===== config.mk =====
export PLATFORM = sky130hd
export DESIGN_NAME = core_top
export DESIGN_NICKNAME = d
export VERILOG_FILES = /design/src/core_pkg.sv /design/src/fetch_stage.sv /design/src/decode_stage.sv /design/src/reg_file.sv /design/src/execute_stage.sv /design/src/csr_file.sv /design/src/mem_stage.sv /design/src/writeback_stage.sv /design/src/core_top.sv
export VERILOG_INCLUDE_DIRS = /design/src /design/src/include
export SDC_FILE = /design/constraint.sdc
export NUM_CORES = 1
export LEC_CHECK = 0
export CAP_MARGIN = 20
export CORE_MARGIN = 2
export CORE_UTILIZATION = 25
export DETAILED_ROUTE_END_ITERATION = 10
export DONT_BUFFER_PORTS = 1
export PLACE_DENSITY = 0.35
export RECOVER_POWER = 25
export SETUP_SLACK_MARGIN = 0.2
export SLEW_MARGIN = 10
export SYNTH_ARGS = -nofsm -noshare
export SYNTH_HDL_FRONTEND = slang
export SYNTH_SLANG_ARGS = --single-unit

===== constraint.sdc =====
create_clock -name clk -period 8.8 [get_ports clk]
set_input_delay 0.88 -clock clk [delete_from_list [all_inputs] [get_ports clk]]
set_output_delay 0.88 -clock clk [all_outputs]
set_load 0.05 [all_outputs]

===== src/include/core_config.svh =====
`ifndef CORE_CONFIG_SVH
`define CORE_CONFIG_SVH

// ============================================================
// datapath and register file
// ============================================================
`define CORE_XLEN       32
`define CORE_RESET_PC   32'h8000_0000
`define CORE_REG_COUNT  16
`define CORE_REG_AW     4

// ============================================================
// machine CSRs
// ============================================================
`define CSR_MCYCLE      12'hB00
`define CSR_MCYCLEH     12'hB80
`define CSR_MVENDORID   12'hF11
`define CSR_MARCHID     12'hF12

// read-only ID words
`define CORE_MVENDORID  32'h7973_7978
`define CORE_MARCHID    32'h017E_B18A

`endif


===== src/core_pkg.sv =====
`include "core_config.svh"

package core_pkg;

  // major opcodes of the supported subset
  typedef enum logic [6:0] {
    OP_LOAD   = 7'b0000011,
    OP_IMM    = 7'b0010011,
    OP_STORE  = 7'b0100011,
    OP_REG    = 7'b0110011,
    OP_LUI    = 7'b0110111,
    OP_JALR   = 7'b1100111,
    OP_SYSTEM = 7'b1110011
  } opcode_e;

  // ============================================================
  // instruction word views
  // ============================================================
  typedef struct packed {
    logic [6:0] funct7;
    logic [4:0] rs2;
    logic [4:0] rs1;
    logic [2:0] funct3;
    logic [4:0] rd;
    opcode_e    opcode;
  } r_fmt_t;

  typedef struct packed {
    logic [11:0] imm;
    logic [4:0]  rs1;
    logic [2:0]  funct3;
    logic [4:0]  rd;
    opcode_e     opcode;
  } i_fmt_t;

  typedef struct packed {
    logic [6:0] imm_hi;
    logic [4:0] rs2;
    logic [4:0] rs1;
    logic [2:0] funct3;
    logic [4:0] imm_lo;
    opcode_e    opcode;
  } s_fmt_t;

  typedef struct packed {
    logic [19:0] imm;
    logic [4:0]  rd;
    opcode_e     opcode;
  } u_fmt_t;

  typedef union packed {
    r_fmt_t r_fmt;
    i_fmt_t i_fmt;
    s_fmt_t s_fmt;
    u_fmt_t u_fmt;
  } inst_u;

  // ============================================================
  // stage records
  // ============================================================
  typedef struct packed {
    logic                    alu_reg;
    logic                    alu_imm;
    logic                    lui;
    logic                    jalr;
    logic                    load;
    logic                    store;
    logic                    csr_rw;
    logic                    csr_rs;
    logic                    byte_op;
    logic [`CORE_REG_AW-1:0] rd;
    logic [`CORE_REG_AW-1:0] rs1;
    logic [`CORE_REG_AW-1:0] rs2;
    logic [11:0]             csr_addr;
    logic [`CORE_XLEN-1:0]   imm;
    logic                    rd_write;
  } decoded_t;

  typedef struct packed {
    logic                  valid;
    logic [`CORE_XLEN-1:0] addr;
  } imem_req_t;

  typedef struct packed {
    logic                  valid;
    logic [`CORE_XLEN-1:0] data;
  } imem_resp_t;

  typedef struct packed {
    logic                  valid;
    logic [`CORE_XLEN-1:0] addr;
    logic                  wen;
    logic [`CORE_XLEN-1:0] wdata;
    logic [3:0]            wmask;
    logic [1:0]            size;
  } dmem_req_t;

  typedef struct packed {
    logic                  valid;
    logic [`CORE_XLEN-1:0] rdata;
  } dmem_resp_t;

  // one retired instruction
  typedef struct packed {
    logic                    valid;
    logic                    rd_write;
    logic [`CORE_REG_AW-1:0] rd;
    logic [`CORE_XLEN-1:0]   wdata;
    logic [`CORE_XLEN-1:0]   next_pc;
    logic                    csr_write;
    logic                    csr_set;
  } commit_t;

endpackage


===== src/fetch_stage.sv =====
`include "core_config.svh"

module fetch_stage (
  input  logic                  clk,
  input  logic                  rst,
  input  core_pkg::commit_t     commit,
  input  core_pkg::imem_resp_t  imem_resp,
  output core_pkg::imem_req_t   imem_req,
  output core_pkg::inst_u       inst,
  output logic                  inst_valid,
  output logic [`CORE_XLEN-1:0] pc
);

  localparam logic ST_IDLE = 1'b0;
  localparam logic ST_WAIT = 1'b1;

  logic                  state;
  logic                  boot;
  logic [`CORE_XLEN-1:0] fetch_pc;

  // first fetch comes from the reset PC, later ones from commit
  assign fetch_pc = boot ? pc : commit.next_pc;

  always_ff @(posedge clk) begin
    if (rst) begin
      state          <= ST_IDLE;
      boot           <= 1'b1;
      pc             <= `CORE_RESET_PC;
      imem_req.valid <= 1'b0;
      inst_valid     <= 1'b0;
    end else begin
      // both strobes are single-cycle pulses
      imem_req.valid <= 1'b0;
      inst_valid     <= 1'b0;
      case (state)
        ST_IDLE: begin
          if (boot || commit.valid) begin
            boot           <= 1'b0;
            pc             <= fetch_pc;
            imem_req.valid <= 1'b1;
            imem_req.addr  <= fetch_pc;
            state          <= ST_WAIT;
          end
        end
        default: begin
          if (imem_resp.valid) begin
            inst       <= imem_resp.data;
            inst_valid <= 1'b1;
            state      <= ST_IDLE;
          end
        end
      endcase
    end
  end

endmodule


===== src/decode_stage.sv =====
`include "core_config.svh"

module decode_stage (
  input  core_pkg::inst_u    inst,
  output core_pkg::decoded_t dec
);

  logic [`CORE_XLEN-1:0] imm_i;
  logic [`CORE_XLEN-1:0] imm_s;
  logic [`CORE_XLEN-1:0] imm_u;
  logic [2:0]            funct3;

  assign funct3 = inst.r_fmt.funct3;
  assign imm_i  = {{(`CORE_XLEN-12){inst.i_fmt.imm[11]}}, inst.i_fmt.imm};
  assign imm_s  = {{(`CORE_XLEN-12){inst.s_fmt.imm_hi[6]}}, inst.s_fmt.imm_hi,
                   inst.s_fmt.imm_lo};
  assign imm_u  = {inst.u_fmt.imm, 12'b0};

  always_comb begin
    dec          = '0;
    // only the low index bits reach the 16-entry file
    dec.rd       = inst.r_fmt.rd[`CORE_REG_AW-1:0];
    dec.rs1      = inst.r_fmt.rs1[`CORE_REG_AW-1:0];
    dec.rs2      = inst.r_fmt.rs2[`CORE_REG_AW-1:0];
    dec.csr_addr = inst.i_fmt.imm;
    case (inst.r_fmt.opcode)
      core_pkg::OP_REG:   dec.alu_reg = (funct3 == 3'b000) && (inst.r_fmt.funct7 == 7'b0);
      core_pkg::OP_IMM:   dec.alu_imm = (funct3 == 3'b000);
      core_pkg::OP_LUI:   dec.lui     = 1'b1;
      core_pkg::OP_JALR:  dec.jalr    = (funct3 == 3'b000);
      core_pkg::OP_LOAD: begin
        // lw or lbu
        dec.load    = (funct3 == 3'b010) || (funct3 == 3'b100);
        dec.byte_op = (funct3 == 3'b100);
      end
      core_pkg::OP_STORE: begin
        // sw or sb
        dec.store   = (funct3 == 3'b010) || (funct3 == 3'b000);
        dec.byte_op = (funct3 == 3'b000);
      end
      core_pkg::OP_SYSTEM: begin
        dec.csr_rw = (funct3 == 3'b001);
        dec.csr_rs = (funct3 == 3'b010);
      end
      default: ;
    endcase

    // anything else retires as a no-op
    dec.rd_write = dec.alu_reg | dec.alu_imm | dec.lui | dec.jalr | dec.load |
                   dec.csr_rw | dec.csr_rs;

    if (dec.alu_imm || dec.load || dec.jalr) begin
      dec.imm = imm_i;
    end else if (dec.store) begin
      dec.imm = imm_s;
    end else if (dec.lui) begin
      dec.imm = imm_u;
    end
  end

endmodule


===== src/reg_file.sv =====
`include "core_config.svh"

module reg_file (
  input  logic                    clk,
  input  logic [`CORE_REG_AW-1:0] rs1,
  input  logic [`CORE_REG_AW-1:0] rs2,
  input  core_pkg::commit_t       commit,
  output logic [`CORE_XLEN-1:0]   rs1_data,
  output logic [`CORE_XLEN-1:0]   rs2_data
);

  logic [`CORE_XLEN-1:0] regs [`CORE_REG_COUNT];

  // write port driven by the retire record
  always_ff @(posedge clk) begin
    if (commit.valid && commit.rd_write) begin
      regs[commit.rd] <= commit.wdata;
    end
  end

  // x0 is hardwired to zero on read
  assign rs1_data = (rs1 == '0) ? '0 : regs[rs1];
  assign rs2_data = (rs2 == '0) ? '0 : regs[rs2];

endmodule


===== src/execute_stage.sv =====
`include "core_config.svh"

module execute_stage (
  input  core_pkg::decoded_t    dec,
  input  logic [`CORE_XLEN-1:0] rs1_data,
  input  logic [`CORE_XLEN-1:0] rs2_data,
  output logic [`CORE_XLEN-1:0] alu_out
);

  logic [`CORE_XLEN-1:0] op_a;
  logic [`CORE_XLEN-1:0] op_b;

  // lui adds its upper immediate to zero
  assign op_a = dec.lui ? '0 : rs1_data;

  // register form for add, immediate for everything else
  assign op_b = dec.alu_reg ? rs2_data : dec.imm;

  // also the effective address of loads, stores and jalr
  assign alu_out = op_a + op_b;

endmodule


===== src/csr_file.sv =====
`include "core_config.svh"

module csr_file (
  input  logic                  clk,
  input  logic                  rst,
  input  logic [11:0]           csr_addr,
  input  core_pkg::commit_t     commit,
  input  logic [`CORE_XLEN-1:0] csr_src,
  output logic [`CORE_XLEN-1:0] csr_rdata
);

  logic [63:0]           mcycle;
  logic [`CORE_XLEN-1:0] cur_half;
  logic [`CORE_XLEN-1:0] new_half;
  logic                  wr_en;
  logic                  wr_lo;
  logic                  wr_hi;

  // ============================================================
  // write rules
  // ============================================================
  assign cur_half = (csr_addr == `CSR_MCYCLEH) ? mcycle[63:32] : mcycle[31:0];
  assign new_half = commit.csr_write ? csr_src : (cur_half | csr_src);

  // csrrs with a zero source leaves the counter alone
  assign wr_en = commit.valid &&
                 (commit.csr_write || (commit.csr_set && (csr_src != '0)));
  assign wr_lo = wr_en && (csr_addr == `CSR_MCYCLE);
  assign wr_hi = wr_en && (csr_addr == `CSR_MCYCLEH);

  always_ff @(posedge clk) begin
    if (rst) begin
      mcycle <= '0;
    end else begin
      mcycle <= mcycle + 64'd1;
      // a written half takes the new value instead of the increment
      if (wr_lo) begin
        mcycle[31:0] <= new_half;
      end
      if (wr_hi) begin
        mcycle[63:32] <= new_half;
      end
    end
  end

  // ============================================================
  // read mux
  // ============================================================
  always_comb begin
    case (csr_addr)
      `CSR_MCYCLE:    csr_rdata = mcycle[31:0];
      `CSR_MCYCLEH:   csr_rdata = mcycle[63:32];
      `CSR_MVENDORID: csr_rdata = `CORE_MVENDORID;
      `CSR_MARCHID:   csr_rdata = `CORE_MARCHID;
      default:        csr_rdata = '0;
    endcase
  end

endmodule


===== src/mem_stage.sv =====
`include "core_config.svh"

module mem_stage (
  input  logic                  clk,
  input  logic                  rst,
  input  logic                  inst_valid,
  input  core_pkg::decoded_t    dec,
  input  logic [`CORE_XLEN-1:0] alu_out,
  input  logic [`CORE_XLEN-1:0] rs2_data,
  input  core_pkg::dmem_resp_t  dmem_resp,
  output core_pkg::dmem_req_t   dmem_req,
  output logic [`CORE_XLEN-1:0] load_data,
  output logic                  mem_done
);

  localparam logic ST_IDLE = 1'b0;
  localparam logic ST_WAIT = 1'b1;

  logic                  state;
  logic [1:0]            byte_off;
  logic [`CORE_XLEN-1:0] rdata_shift;

  assign byte_off = alu_out[1:0];

  // bring the addressed lane down to bit 0
  assign rdata_shift = dmem_resp.rdata >> {dmem_req.addr[1:0], 3'b000};

  // ============================================================
  // request / response FSM
  // ============================================================
  always_ff @(posedge clk) begin
    if (rst) begin
      state          <= ST_IDLE;
      dmem_req.valid <= 1'b0;
      mem_done       <= 1'b0;
    end else begin
      dmem_req.valid <= 1'b0;
      mem_done       <= 1'b0;
      case (state)
        ST_IDLE: begin
          if (inst_valid && (dec.load || dec.store)) begin
            dmem_req.valid <= 1'b1;
            dmem_req.addr  <= alu_out;
            dmem_req.wen   <= dec.store;
            // byte or word lanes at the address offset
            dmem_req.wmask <= (dec.byte_op ? 4'b0001 : 4'b1111) << byte_off;
            dmem_req.wdata <= rs2_data << {byte_off, 3'b000};
            dmem_req.size  <= dec.byte_op ? 2'd0 : 2'd2;
            state          <= ST_WAIT;
          end
        end
        default: begin
          // request fields stay put until the response
          if (dmem_resp.valid) begin
            if (dec.byte_op) begin
              // lbu zero-extends
              load_data <= {{(`CORE_XLEN-8){1'b0}}, rdata_shift[7:0]};
            end else begin
              load_data <= rdata_shift;
            end
            mem_done <= 1'b1;
            state    <= ST_IDLE;
          end
        end
      endcase
    end
  end

endmodule


===== src/writeback_stage.sv =====
`include "core_config.svh"

module writeback_stage (
  input  logic                  clk,
  input  logic                  rst,
  input  logic                  inst_valid,
  input  core_pkg::decoded_t    dec,
  input  logic [`CORE_XLEN-1:0] pc,
  input  logic [`CORE_XLEN-1:0] alu_out,
  input  logic [`CORE_XLEN-1:0] csr_rdata,
  input  logic [`CORE_XLEN-1:0] rs1_data,
  input  logic [`CORE_XLEN-1:0] load_data,
  input  logic                  mem_done,
  output core_pkg::commit_t     commit,
  output logic [`CORE_XLEN-1:0] csr_src
);

  localparam logic ST_IDLE = 1'b0;
  localparam logic ST_MEM  = 1'b1;

  logic                  state;
  logic                  mem_op;
  logic                  fire;
  logic [`CORE_XLEN-1:0] pc_plus4;
  logic [`CORE_XLEN-1:0] wb_data;
  logic [`CORE_XLEN-1:0] next_pc;

  assign mem_op   = dec.load | dec.store;
  assign pc_plus4 = pc + `CORE_XLEN'd4;

  // memory ops wait for mem_done, the rest retire right away
  assign fire = ((state == ST_IDLE) && inst_valid && !mem_op) ||
                ((state == ST_MEM) && mem_done);

  assign wb_data = dec.jalr                  ? pc_plus4  :
                   (dec.csr_rw | dec.csr_rs) ? csr_rdata :
                   dec.load                  ? load_data : alu_out;
  assign next_pc = dec.jalr ? {alu_out[`CORE_XLEN-1:1], 1'b0} : pc_plus4;

  always_ff @(posedge clk) begin
    if (rst) begin
      state        <= ST_IDLE;
      commit.valid <= 1'b0;
    end else begin
      commit.valid <= fire;
      if (state == ST_IDLE && inst_valid && mem_op) begin
        state <= ST_MEM;
      end else if (state == ST_MEM && mem_done) begin
        state <= ST_IDLE;
      end
      if (fire) begin
        commit.rd_write  <= dec.rd_write;
        commit.rd        <= dec.rd;
        commit.wdata     <= wb_data;
        commit.next_pc   <= next_pc;
        commit.csr_write <= dec.csr_rw;
        commit.csr_set   <= dec.csr_rs;
        csr_src          <= rs1_data;
      end
    end
  end

endmodule


===== src/core_top.sv =====
`include "core_config.svh"

module core_top (
  input  logic                 clk,
  input  logic                 rst,
  input  core_pkg::imem_resp_t imem_resp,
  input  core_pkg::dmem_resp_t dmem_resp,
  output core_pkg::imem_req_t  imem_req,
  output core_pkg::dmem_req_t  dmem_req
);

  core_pkg::inst_u       inst;
  core_pkg::decoded_t    dec;
  core_pkg::commit_t     commit;
  logic                  inst_valid;
  logic                  mem_done;
  logic [`CORE_XLEN-1:0] pc;
  logic [`CORE_XLEN-1:0] rs1_data;
  logic [`CORE_XLEN-1:0] rs2_data;
  logic [`CORE_XLEN-1:0] alu_out;
  logic [`CORE_XLEN-1:0] csr_rdata;
  logic [`CORE_XLEN-1:0] csr_src;
  logic [`CORE_XLEN-1:0] load_data;

  // ============================================================
  // stage chain
  // ============================================================
  fetch_stage i_fetch (
    .clk(clk), .rst(rst), .commit(commit), .imem_resp(imem_resp),
    .imem_req(imem_req), .inst(inst), .inst_valid(inst_valid), .pc(pc)
  );

  decode_stage i_decode (.inst(inst), .dec(dec));

  reg_file i_regs (
    .clk(clk), .rs1(dec.rs1), .rs2(dec.rs2), .commit(commit),
    .rs1_data(rs1_data), .rs2_data(rs2_data)
  );

  execute_stage i_exec (
    .dec(dec), .rs1_data(rs1_data), .rs2_data(rs2_data), .alu_out(alu_out)
  );

  csr_file i_csr (
    .clk(clk), .rst(rst), .csr_addr(dec.csr_addr), .commit(commit),
    .csr_src(csr_src), .csr_rdata(csr_rdata)
  );

  mem_stage i_mem (
    .clk(clk), .rst(rst), .inst_valid(inst_valid), .dec(dec), .alu_out(alu_out),
    .rs2_data(rs2_data), .dmem_resp(dmem_resp), .dmem_req(dmem_req),
    .load_data(load_data), .mem_done(mem_done)
  );

  // retire record feeds fetch, registers and CSRs
  writeback_stage i_wb (
    .clk(clk), .rst(rst), .inst_valid(inst_valid), .dec(dec), .pc(pc),
    .alu_out(alu_out), .csr_rdata(csr_rdata), .rs1_data(rs1_data),
    .load_data(load_data), .mem_done(mem_done), .commit(commit), .csr_src(csr_src)
  );

endmodule


==> results of run 1 <==
## synth_stat cells (7+ instances only)
| cell | instances | share of area [%] |
|---|---|---|
| edfxtp_1 | 781 | 54 |
| mux4_2 | 320 | 17 |
| nor2_1 | 297 | 2.6 |
| nand2_1 | 199 | 1.7 |
| clkbuf_1 | 163 | 1.4 |
| a21oi_1 | 148 | 1.7 |
| dfxtp_1 | 113 | 5.2 |
| nand3_1 | 97 | 1.1 |
| o21ai_0 | 82 | 0.94 |
| a211oi_1 | 79 | 1.4 |
| xnor2_1 | 74 | 1.5 |
| and2_1 | 61 | 0.88 |
| and3_1 | 56 | 0.81 |
| mux2i_1 | 56 | 1.3 |
| mux2_2 | 51 | 1.3 |
| nor3_1 | 51 | 0.59 |
| xor2_1 | 39 | 0.78 |
| ha_1 | 33 | 0.95 |
| buf_1 | 29 | 0.25 |
| inv_1 | 27 | 0.23 |
| nand4_1 | 27 | 0.39 |
| a21o_1 | 24 | 0.41 |
| nor2b_1 | 24 | 0.34 |
| buf_2 | 18 | 0.21 |
| nor4_1 | 18 | 0.26 |
| a31oi_1 | 16 | 0.23 |
| and4_1 | 15 | 0.30 |
| o22ai_1 | 15 | 0.22 |
| nand2b_1 | 12 | 0.17 |
| or3_1 | 12 | 0.17 |
| a221oi_1 | 10 | 0.20 |
| o21ai_1 | 10 | 0.12 |
| a22oi_1 | 8 | 0.14 |
| o21a_1 | 8 | 0.14 |
| nor3b_1 | 7 | 0.12 |
| o211ai_1 | 7 | 0.12 |
## layout make-up
cell class / count / area, µm²
repair buffers: 80 / 621.8
fillers: 17486 / 123300
inverters: 29 / 108.9
flip-flops and latches: 894 / 25730
well taps: 2325 / 2909
clock inverters: 67 / 874.6
clock buffers: 131 / 2766
diodes: 9 / 22.52
multi-input cells: 1924 / 17070
## cell usage in the layout (no fill, tap or decap), drive strengths merged, types with 74 or more instances in the layout
master    n
nor2    297
edfxtp  781
nand3    98
mux4    320
dfxtp   113
nand2   199
xnor2    74
o21ai    92
a211oi   80
clkbuf  132
a21oi   148
buf      79
## metrics by stage
stage | worst slack [ns] | std cells | power [mW]
2_1_floorplan | 2.148 | 3059 | 5.280
3_3_place_gp | 2.167 | 5251 | 5.596
3_5_place_dp | 2.113 | 5251 | 5.599
4_1_cts | 2.124 | 5449 | 10.27
5_1_grt | 1.763 | 5450 | 10.48
6_report | 2.219 | 5459 | 10.13
## path summary, 6_finish.rpt
kind                                     from                           to  slack [ns]  cells after the start
hold reg to reg   i_fetch.pc[31]$_SDFFE_PP1P_  i_fetch.pc[31]$_SDFFE_PP1P_        0.50                      2
setup reg to reg                         flop    i_wb.commit[28]$_DFFE_PP_        2.22                     15
setup / recovery                         flop    i_wb.commit[28]$_DFFE_PP_        2.22                     15
hold / removal                            rst  i_fetch.pc[13]$_SDFFE_PP0P_        0.20                      1
## state kept, by name (all words and copies together) (netlist names), named ones only
register            count
i_mem.state             1
i_mem.mem_done          1
i_fetch.state           1
i_wb.commit            72
i_fetch.imem_req       33
i_fetch.inst_valid      1
i_fetch.pc             32
i_fetch.inst           32
i_wb.csr_src           32
i_regs.regs           512
i_mem.dmem_req         71
i_mem.load_data        32
i_fetch.boot            1
i_wb.state              1
i_csr.mcycle           64
## logic make-up (layout without fill, tap and decap cells)
group                    count (synthesis)  after routing  share of synthesized area [%]
multiplexers                           428            428                          19.19
buffers and inverters                  241            307                          2.148
other                                    1             10                       0.008617
AND/OR/NAND/NOR                        901            901                          9.910
flip-flops                             894            894                          59.09
adder cells (fa/ha/maj)                 34             34                         0.9947
AO/OA/AOI/OAI                          447            447                          6.385
XOR/XNOR                               113            113                          2.274
## worst max-delay path, stage by stage (launching register included)
cell,delay (ns)
dfxtp_4,0.92
buf_4,0.72
buf_4,0.63
mux4_2,0.59
mux4_2,0.57
nand2_1,0.10
o21ai_0,0.10
ha_1,0.42
a21o_1,0.20
a21oi_1,0.16
o21bai_1,0.10
a211oi_1,0.68
a211oi_1,0.18
or3_1,0.37
and2_1,0.20
mux2_2,0.26
## routing by layer
layer	track usage (%)	vias up	wire length [µm]
met3	2.648	239	8483
met4	9.008	2	8587
met1	23.71	15013	69500
met2	32.06	932	83740
met5	0	-	17
li1	-	11998	-
## where the power goes
group | total, mW | leakage (nW) | internal [mW] | switching (mW)
combinational | 0.737 | 6.32 | 0.288 | 0.449
clock | 4.62 | 1.75 | 2.72 | 1.91
sequential | 4.77 | 7.98 | 4.64 | 0.126
total | 10.1 | 16.1 | 7.65 | 2.48
==> flow_summary_export.csv, run 1 <==
group,metric,value,unit
setup_path,crit_path_start_kind,"flop",
final_layout,fin_area,50110,µm²
placement,port_buffers,0,
detailed_routing,vias,28184,
status,violations,"max-capacitance violations, max-slew violations",
sta,fin_tns_setup,0,ns
cts,cts_resized,0,
synthesis,synthesis.area,43520,µm²
synthesis,synth_cells,3059,
floorplanning,initial_core_util,25.09,%
synthesis,ys_ff_latch,894,
cts,worst_skew_pair.late_latency,0.77,ns
worst_hold_path,min_path_type,"input port to flop",
sta,tightest_slew,2.203,ns
setup_path,required,9.30,ns
floorplanning,die_h,421.2,µm
power_and_ir_drop,leakagePower,16.05,nW
synthesis,synth_ff_type,"edfxtp_1",
cts,cts-root-buf,"clkbuf_16",
sta,finalCritPeriodShare,74.79,%
cts,htree_levels,3,
floorplanning,core-area,173400,µm²
synthesis,synth-seq-area-share,59.09,%
cts,cts_tree,"built",
sta,finalHoldViolations,0,
sta,drv_slew,35,
synthesis,ys_warn_count,0,
sta,maxSlewHeadroom,-46.88,%
floorplanning,ios,173,
synthesis,synth_edf_count,781,
synthesis,synthDistinctLibCells,75,
final_layout,nets,3136,
sta,timing.hold.ws,0.2029,ns
floorplanning,die_area,177400,µm²
setup_path,cp-end-kind,"flop",
placement,place_congestion,0.8604,
setup_path,critPathKind,"flop to flop",
placement,dpl_cell_area,46440,µm²
placement,dp_hpwl,113500,µm
cts,clk_pin_slew_worst_paths,0.06,ns
grt,grt_pass1_vias,28883,
setup_path,crit_arrival,7.08,ns
cts,cts_setup_buffers,0,
final_layout,drive_gt1_share,21.18,%
sta,clock_skew,0.06586,ns
detailed_routing,drt-total-wl,170300,µm
sta,period_minus_slack,6.581,ns
detailed_routing,drc,0,
synthesis,ys_async_sr_fraction,0,%
detailed_routing,drtIter0Drc,2376,
cts,postCtsHoldBufs,0,
final_layout,utilization,28.89,%
grt,grt_pass1_wl,237400,µm
floorplanning,die_w,421.2,µm
detailed_routing,dr.pass1.iters,8,
cts,clockBufferDepth,3,
floorplanning,std_cell_rows,153,
grt,grt_usage,18.90,%
grt,grt_max_degree,110,
detailed_routing,via_per_inst,5.163,
grt,overflow,0,
synthesis,synth_nets,3161,
synthesis,syn_avg_cell_area,14.23,µm²
sta,rsz0062_at_grt,"no",
sta,timing.fmax,0.1519,GHz
cts,cts_sinks,894,
cts,cts_made_buffers,105,
setup_path,worstPathMaxFanout,40,
power_and_ir_drop,ir_drop,0.1545,mV
sta,setup_viol,0,
detailed_routing,wl_per_cell,31.20,µm
grt,antenna_found_initial,11,
detailed_routing,ant_nets,0,
run,drv_cap,1,
power_and_ir_drop,pwr_density_cell,202.1,nW/µm²
final_layout,area.growth.synth_to_final,15.14,%
status,outcome,"complete, but fails checks",
Power figures use the tool's default switching activity.
==> inputs of run 2 (changes only) <==
--- a/config.mk
+++ b/config.mk
@@ -6,6 +6,7 @@
 export SDC_FILE = /design/constraint.sdc
 export NUM_CORES = 1
 export LEC_CHECK = 0
+export ABC_AREA = 1
 export CAP_MARGIN = 20
 export CORE_MARGIN = 2
 export CORE_UTILIZATION = 25
==> constraint.sdc (replaced) <==
create_clock -name clk -period 6.3 [get_ports clk]
set_input_delay 0.63 -clock clk [delete_from_list [all_inputs] [get_ports clk]]
set_output_delay 0.63 -clock clk [all_outputs]
set_load 0.05 [all_outputs]
==> flow_summary_export.csv, run 2 <==
group,metric,value,unit
synthesis,synth_area_leader_cell,"edfxtp_1",
cts,cts-root-buf,"clkbuf_16",
setup_path,crit_arrival,6.25,ns
grt,antenna_found_initial,22,
cts,worst_skew_pair.late_latency,0.76,ns
sta,fin_tns_setup,0,ns
final_layout,area.growth.synth_to_final,15.38,%
detailed_routing,wl_per_cell,29.61,µm
cts,clockBufferDepth,3,
setup_path,reg2regPathDepth,20,
sta,clock_skew,0.03652,ns
grt,overflow,0,
synthesis,ys_async_sr_fraction,0,%
setup_path,r2r_end,"i_wb.commit[51]$_DFFE_PP_",
placement,port_buffers,0,
final_layout,top_register,"i_regs.regs",
final_layout,largest_register_ffs,512,
synthesis,syn_avg_cell_area,9.274,µm²
synthesis,synth_xor_xnor_area_share,1.829,%
detailed_routing,ant_nets,0,
setup_path,required,6.85,ns
detailed_routing,drt-total-wl,221900,µm
status,violations,"max-capacitance violations, max-slew violations",
setup_path,cp-end-kind,"flop",
run,drv_cap,1,
floorplanning,initial_core_util,25.13,%
sta,finalHoldViolations,0,
floorplanning,core-area,182900,µm²
final_layout,fillers,19315,
cts,htree_levels,3,
cts,cts_tree,"built",
floorplanning,die_h,432.8,µm
setup_path,ff2ff_setup_slack,0.61,ns
final_layout,utilization,29.00,%
sta,setup_viol,0,
detailed_routing,drtIter0Drc,4624,
detailed_routing,dr.pass1.iters,6,
worst_hold_path,min_path_type,"input port to flop",
power_and_ir_drop,leakagePower,17.82,nW
detailed_routing,vias,39632,
setup_path,cp_slowest_stage_delay,0.53,ns
sta,tightest_slew,3.885,ns
floorplanning,die_area,187300,µm²
final_layout,multi_input_area,17730,µm²
sta,drv_slew,74,
final_layout,fin_cells,7495,
setup_path,cp-endpoint,"i_wb.commit[51]$_DFFE_PP_",
synthesis,synth-seq-area-share,55.95,%
power_and_ir_drop,ir_drop,0.2281,mV
final_layout,reg_top3,"i_regs.regs (512), i_wb.commit (72), i_mem.dmem_req (71)",
setup_path,critPathBufInv,4,
synthesis,ys_top_cells_by_area,"edfxtp_1, o21ai_0, nand2_1",
final_layout,seq_area,25740,µm²
synthesis,yosysMostFrequentCell,"edfxtp_1",
grt,grt_max_degree,152,
sta,rsz0062_at_grt,"no",
setup_path,crit_path_frequent_cell,"nand2_1",
grt,grt_pass1_wl,307400,µm
sta,finalCritPeriodShare,90.32,%
synthesis,ys_warn_count,0,
sta,period_minus_slack,5.690,ns
floorplanning,std_cell_rows,157,
sta,maxSlewHeadroom,-159.0,%
synthesis,ys_ff_latch,894,
placement,post-place-cells,7252,
synthesis,yosys.area.top_type_share,51.03,%
sta,timing.fmax,0.1757,GHz
sta,timing.hold.ws,0.07482,ns
floorplanning,die_w,432.8,µm
synthesis,synth_ff_type,"edfxtp_1",
placement,place_congestion,0.9291,
synthesis,synthSimpleGateAreaFrac,16.34,%
detailed_routing,drc,0,
detailed_routing,via_per_inst,5.288,
synthesis,synth_adder_area_share,0.9419,%
floorplanning,ios,173,
grt,grt_usage,23.18,%
setup_path,path_cells,"inv_8, buf_4, o21ai_0, a2bb2oi_1, o21ai_0, nand2_1, nand2_1, nand2_1, inv_1, o21ai_0, inv_1, ha_1, a21oi_1, nand2_1, a21boi_1, o21bai_1, a21oi_1, xnor2_1, o21bai_1, a21oi_1",
synthesis,synth_compound_area_share,18.90,%
setup_path,worstPathMaxFanout,89,
synthesis,synth_nets,5058,
final_layout,layout_common_cells,"edfxtp_1, o21ai_0, nand2_1, nor2_1, inv_1",
synthesis,synthDistinctLibCells,68,
setup_path,slowest_stage,"buf_4",
grt,grt_pass1_vias,37979,
cts,cts_setup_buffers,0,
cts,cts_sinks,894,
synthesis,synth_edf_count,781,
synthesis,synth_cells,4956,
synthesis,synth_commonest_cells,"edfxtp_1, o21ai_0, nand2_1",
status,outcome,"complete, but fails checks",
final_layout,drive_gt1_share,8.158,%
synthesis,synth_mux_area_share,0.1524,%
synthesis,synthesis.area,45960,µm²
placement,dp_hpwl,151600,µm
setup_path,cp_top_family,"compound AO/OA/AOI/OAI gates",
setup_path,crit_path_start_kind,"flop",
final_layout,nets,5038,
power_and_ir_drop,pwr_density_cell,275.5,nW/µm²
setup_path,cp_num_cells,20,
setup_path,critPathKind,"flop to flop",
final_layout,layout_commonest_cell,"edfxtp_1",
cts,cts_made_buffers,111,
synthesis,synth_top_family_by_area,"compound AO/OA/AOI/OAI gates",
cts,clk_pin_slew_worst_paths,0.06,ns
-- run 2: kinds of logic after synthesis --
| logic type | Yosys count |
|---|---|
| xor+xnor | 96 |
| mux | 7 |
| flops | 894 |
| compound gates | 1502 |
| fa+ha+maj | 34 |
| simple gates | 1761 |
| buf+inv | 661 |
| other cells | 1 |
-- run 2: worst min-delay path by stage --
stage	start	slack, ns	endpoint	depth (start not counted)
floorplan	i_fetch.inst[9]$_DFFE_PP_	0.43	i_wb.commit[68]$_DFFE_PP_	0
global placement	i_fetch.state$_SDFF_PP0_	0.48	i_fetch.state$_SDFF_PP0_	2
detailed placement	i_fetch.state$_SDFF_PP0_	0.49	i_fetch.state$_SDFF_PP0_	2
CTS	imem_resp[15]	0.002	flop	2
global route	imem_resp[15]	0.06	flop	2
finish	imem_resp[20]	0.07	flop	2
-- run 2: stage by stage --
stage	total power, mW	setup WS (ns)	area (µm²)
final	14.61	0.6095	53030
after global routing	15.07	0.2773	53030
after CTS	14.76	0.5197	53030
after detailed placement	8.241	0.5108	49110
after global placement	8.249	0.4183	49090
after floorplan	7.542	1.394	45980
-- run 2: worst register-to-register path, delay by kind of cell, from the launching register on --
kind	cells	cell delay (ns)
flops	1	0.47
compound gates	10	2.34
simple gates	4	0.71
xor+xnor	1	0.31
fa+ha+maj	1	0.38
buf+inv	4	1.27
-- run 2: layer usage --
layer	GRT usage, %	vias to the layer above	part of all wire, %
li1	-	17640	-
met4	6.890	8	2.9
met3	3.448	284	7.0
met5	0	-	0.028
met2	35.20	1667	44
met1	33.77	20033	46
-- run 2: cell type report --
cell class                 instances  share of cell area, %
sequential                       894                  48.54
multi-input combinational       3401                  33.44
tap                             2464                  5.814
clock buffer                     147                  5.729
timing repair buffer             179                  2.956
inverter                         349                  2.520
clock inverter                    56                 0.9815
antenna                            5                0.02359
-- run 2: where the power goes --
part	leakage, nW	total (mW)	internal (mW)	switching, mW
logic	8.11	1.49	0.403	1.09
registers	7.98	6.67	6.51	0.166
clock network	1.73	6.45	3.73	2.72
-- run 2: what timing repair did --
item | 4_1_cts | 5_1_grt
setup endpoints to repair | 0 | 1
hold buffers | 35 | 0
endpoints found under the hold margin | 69 | 0
gates resized for setup | 0 | 1
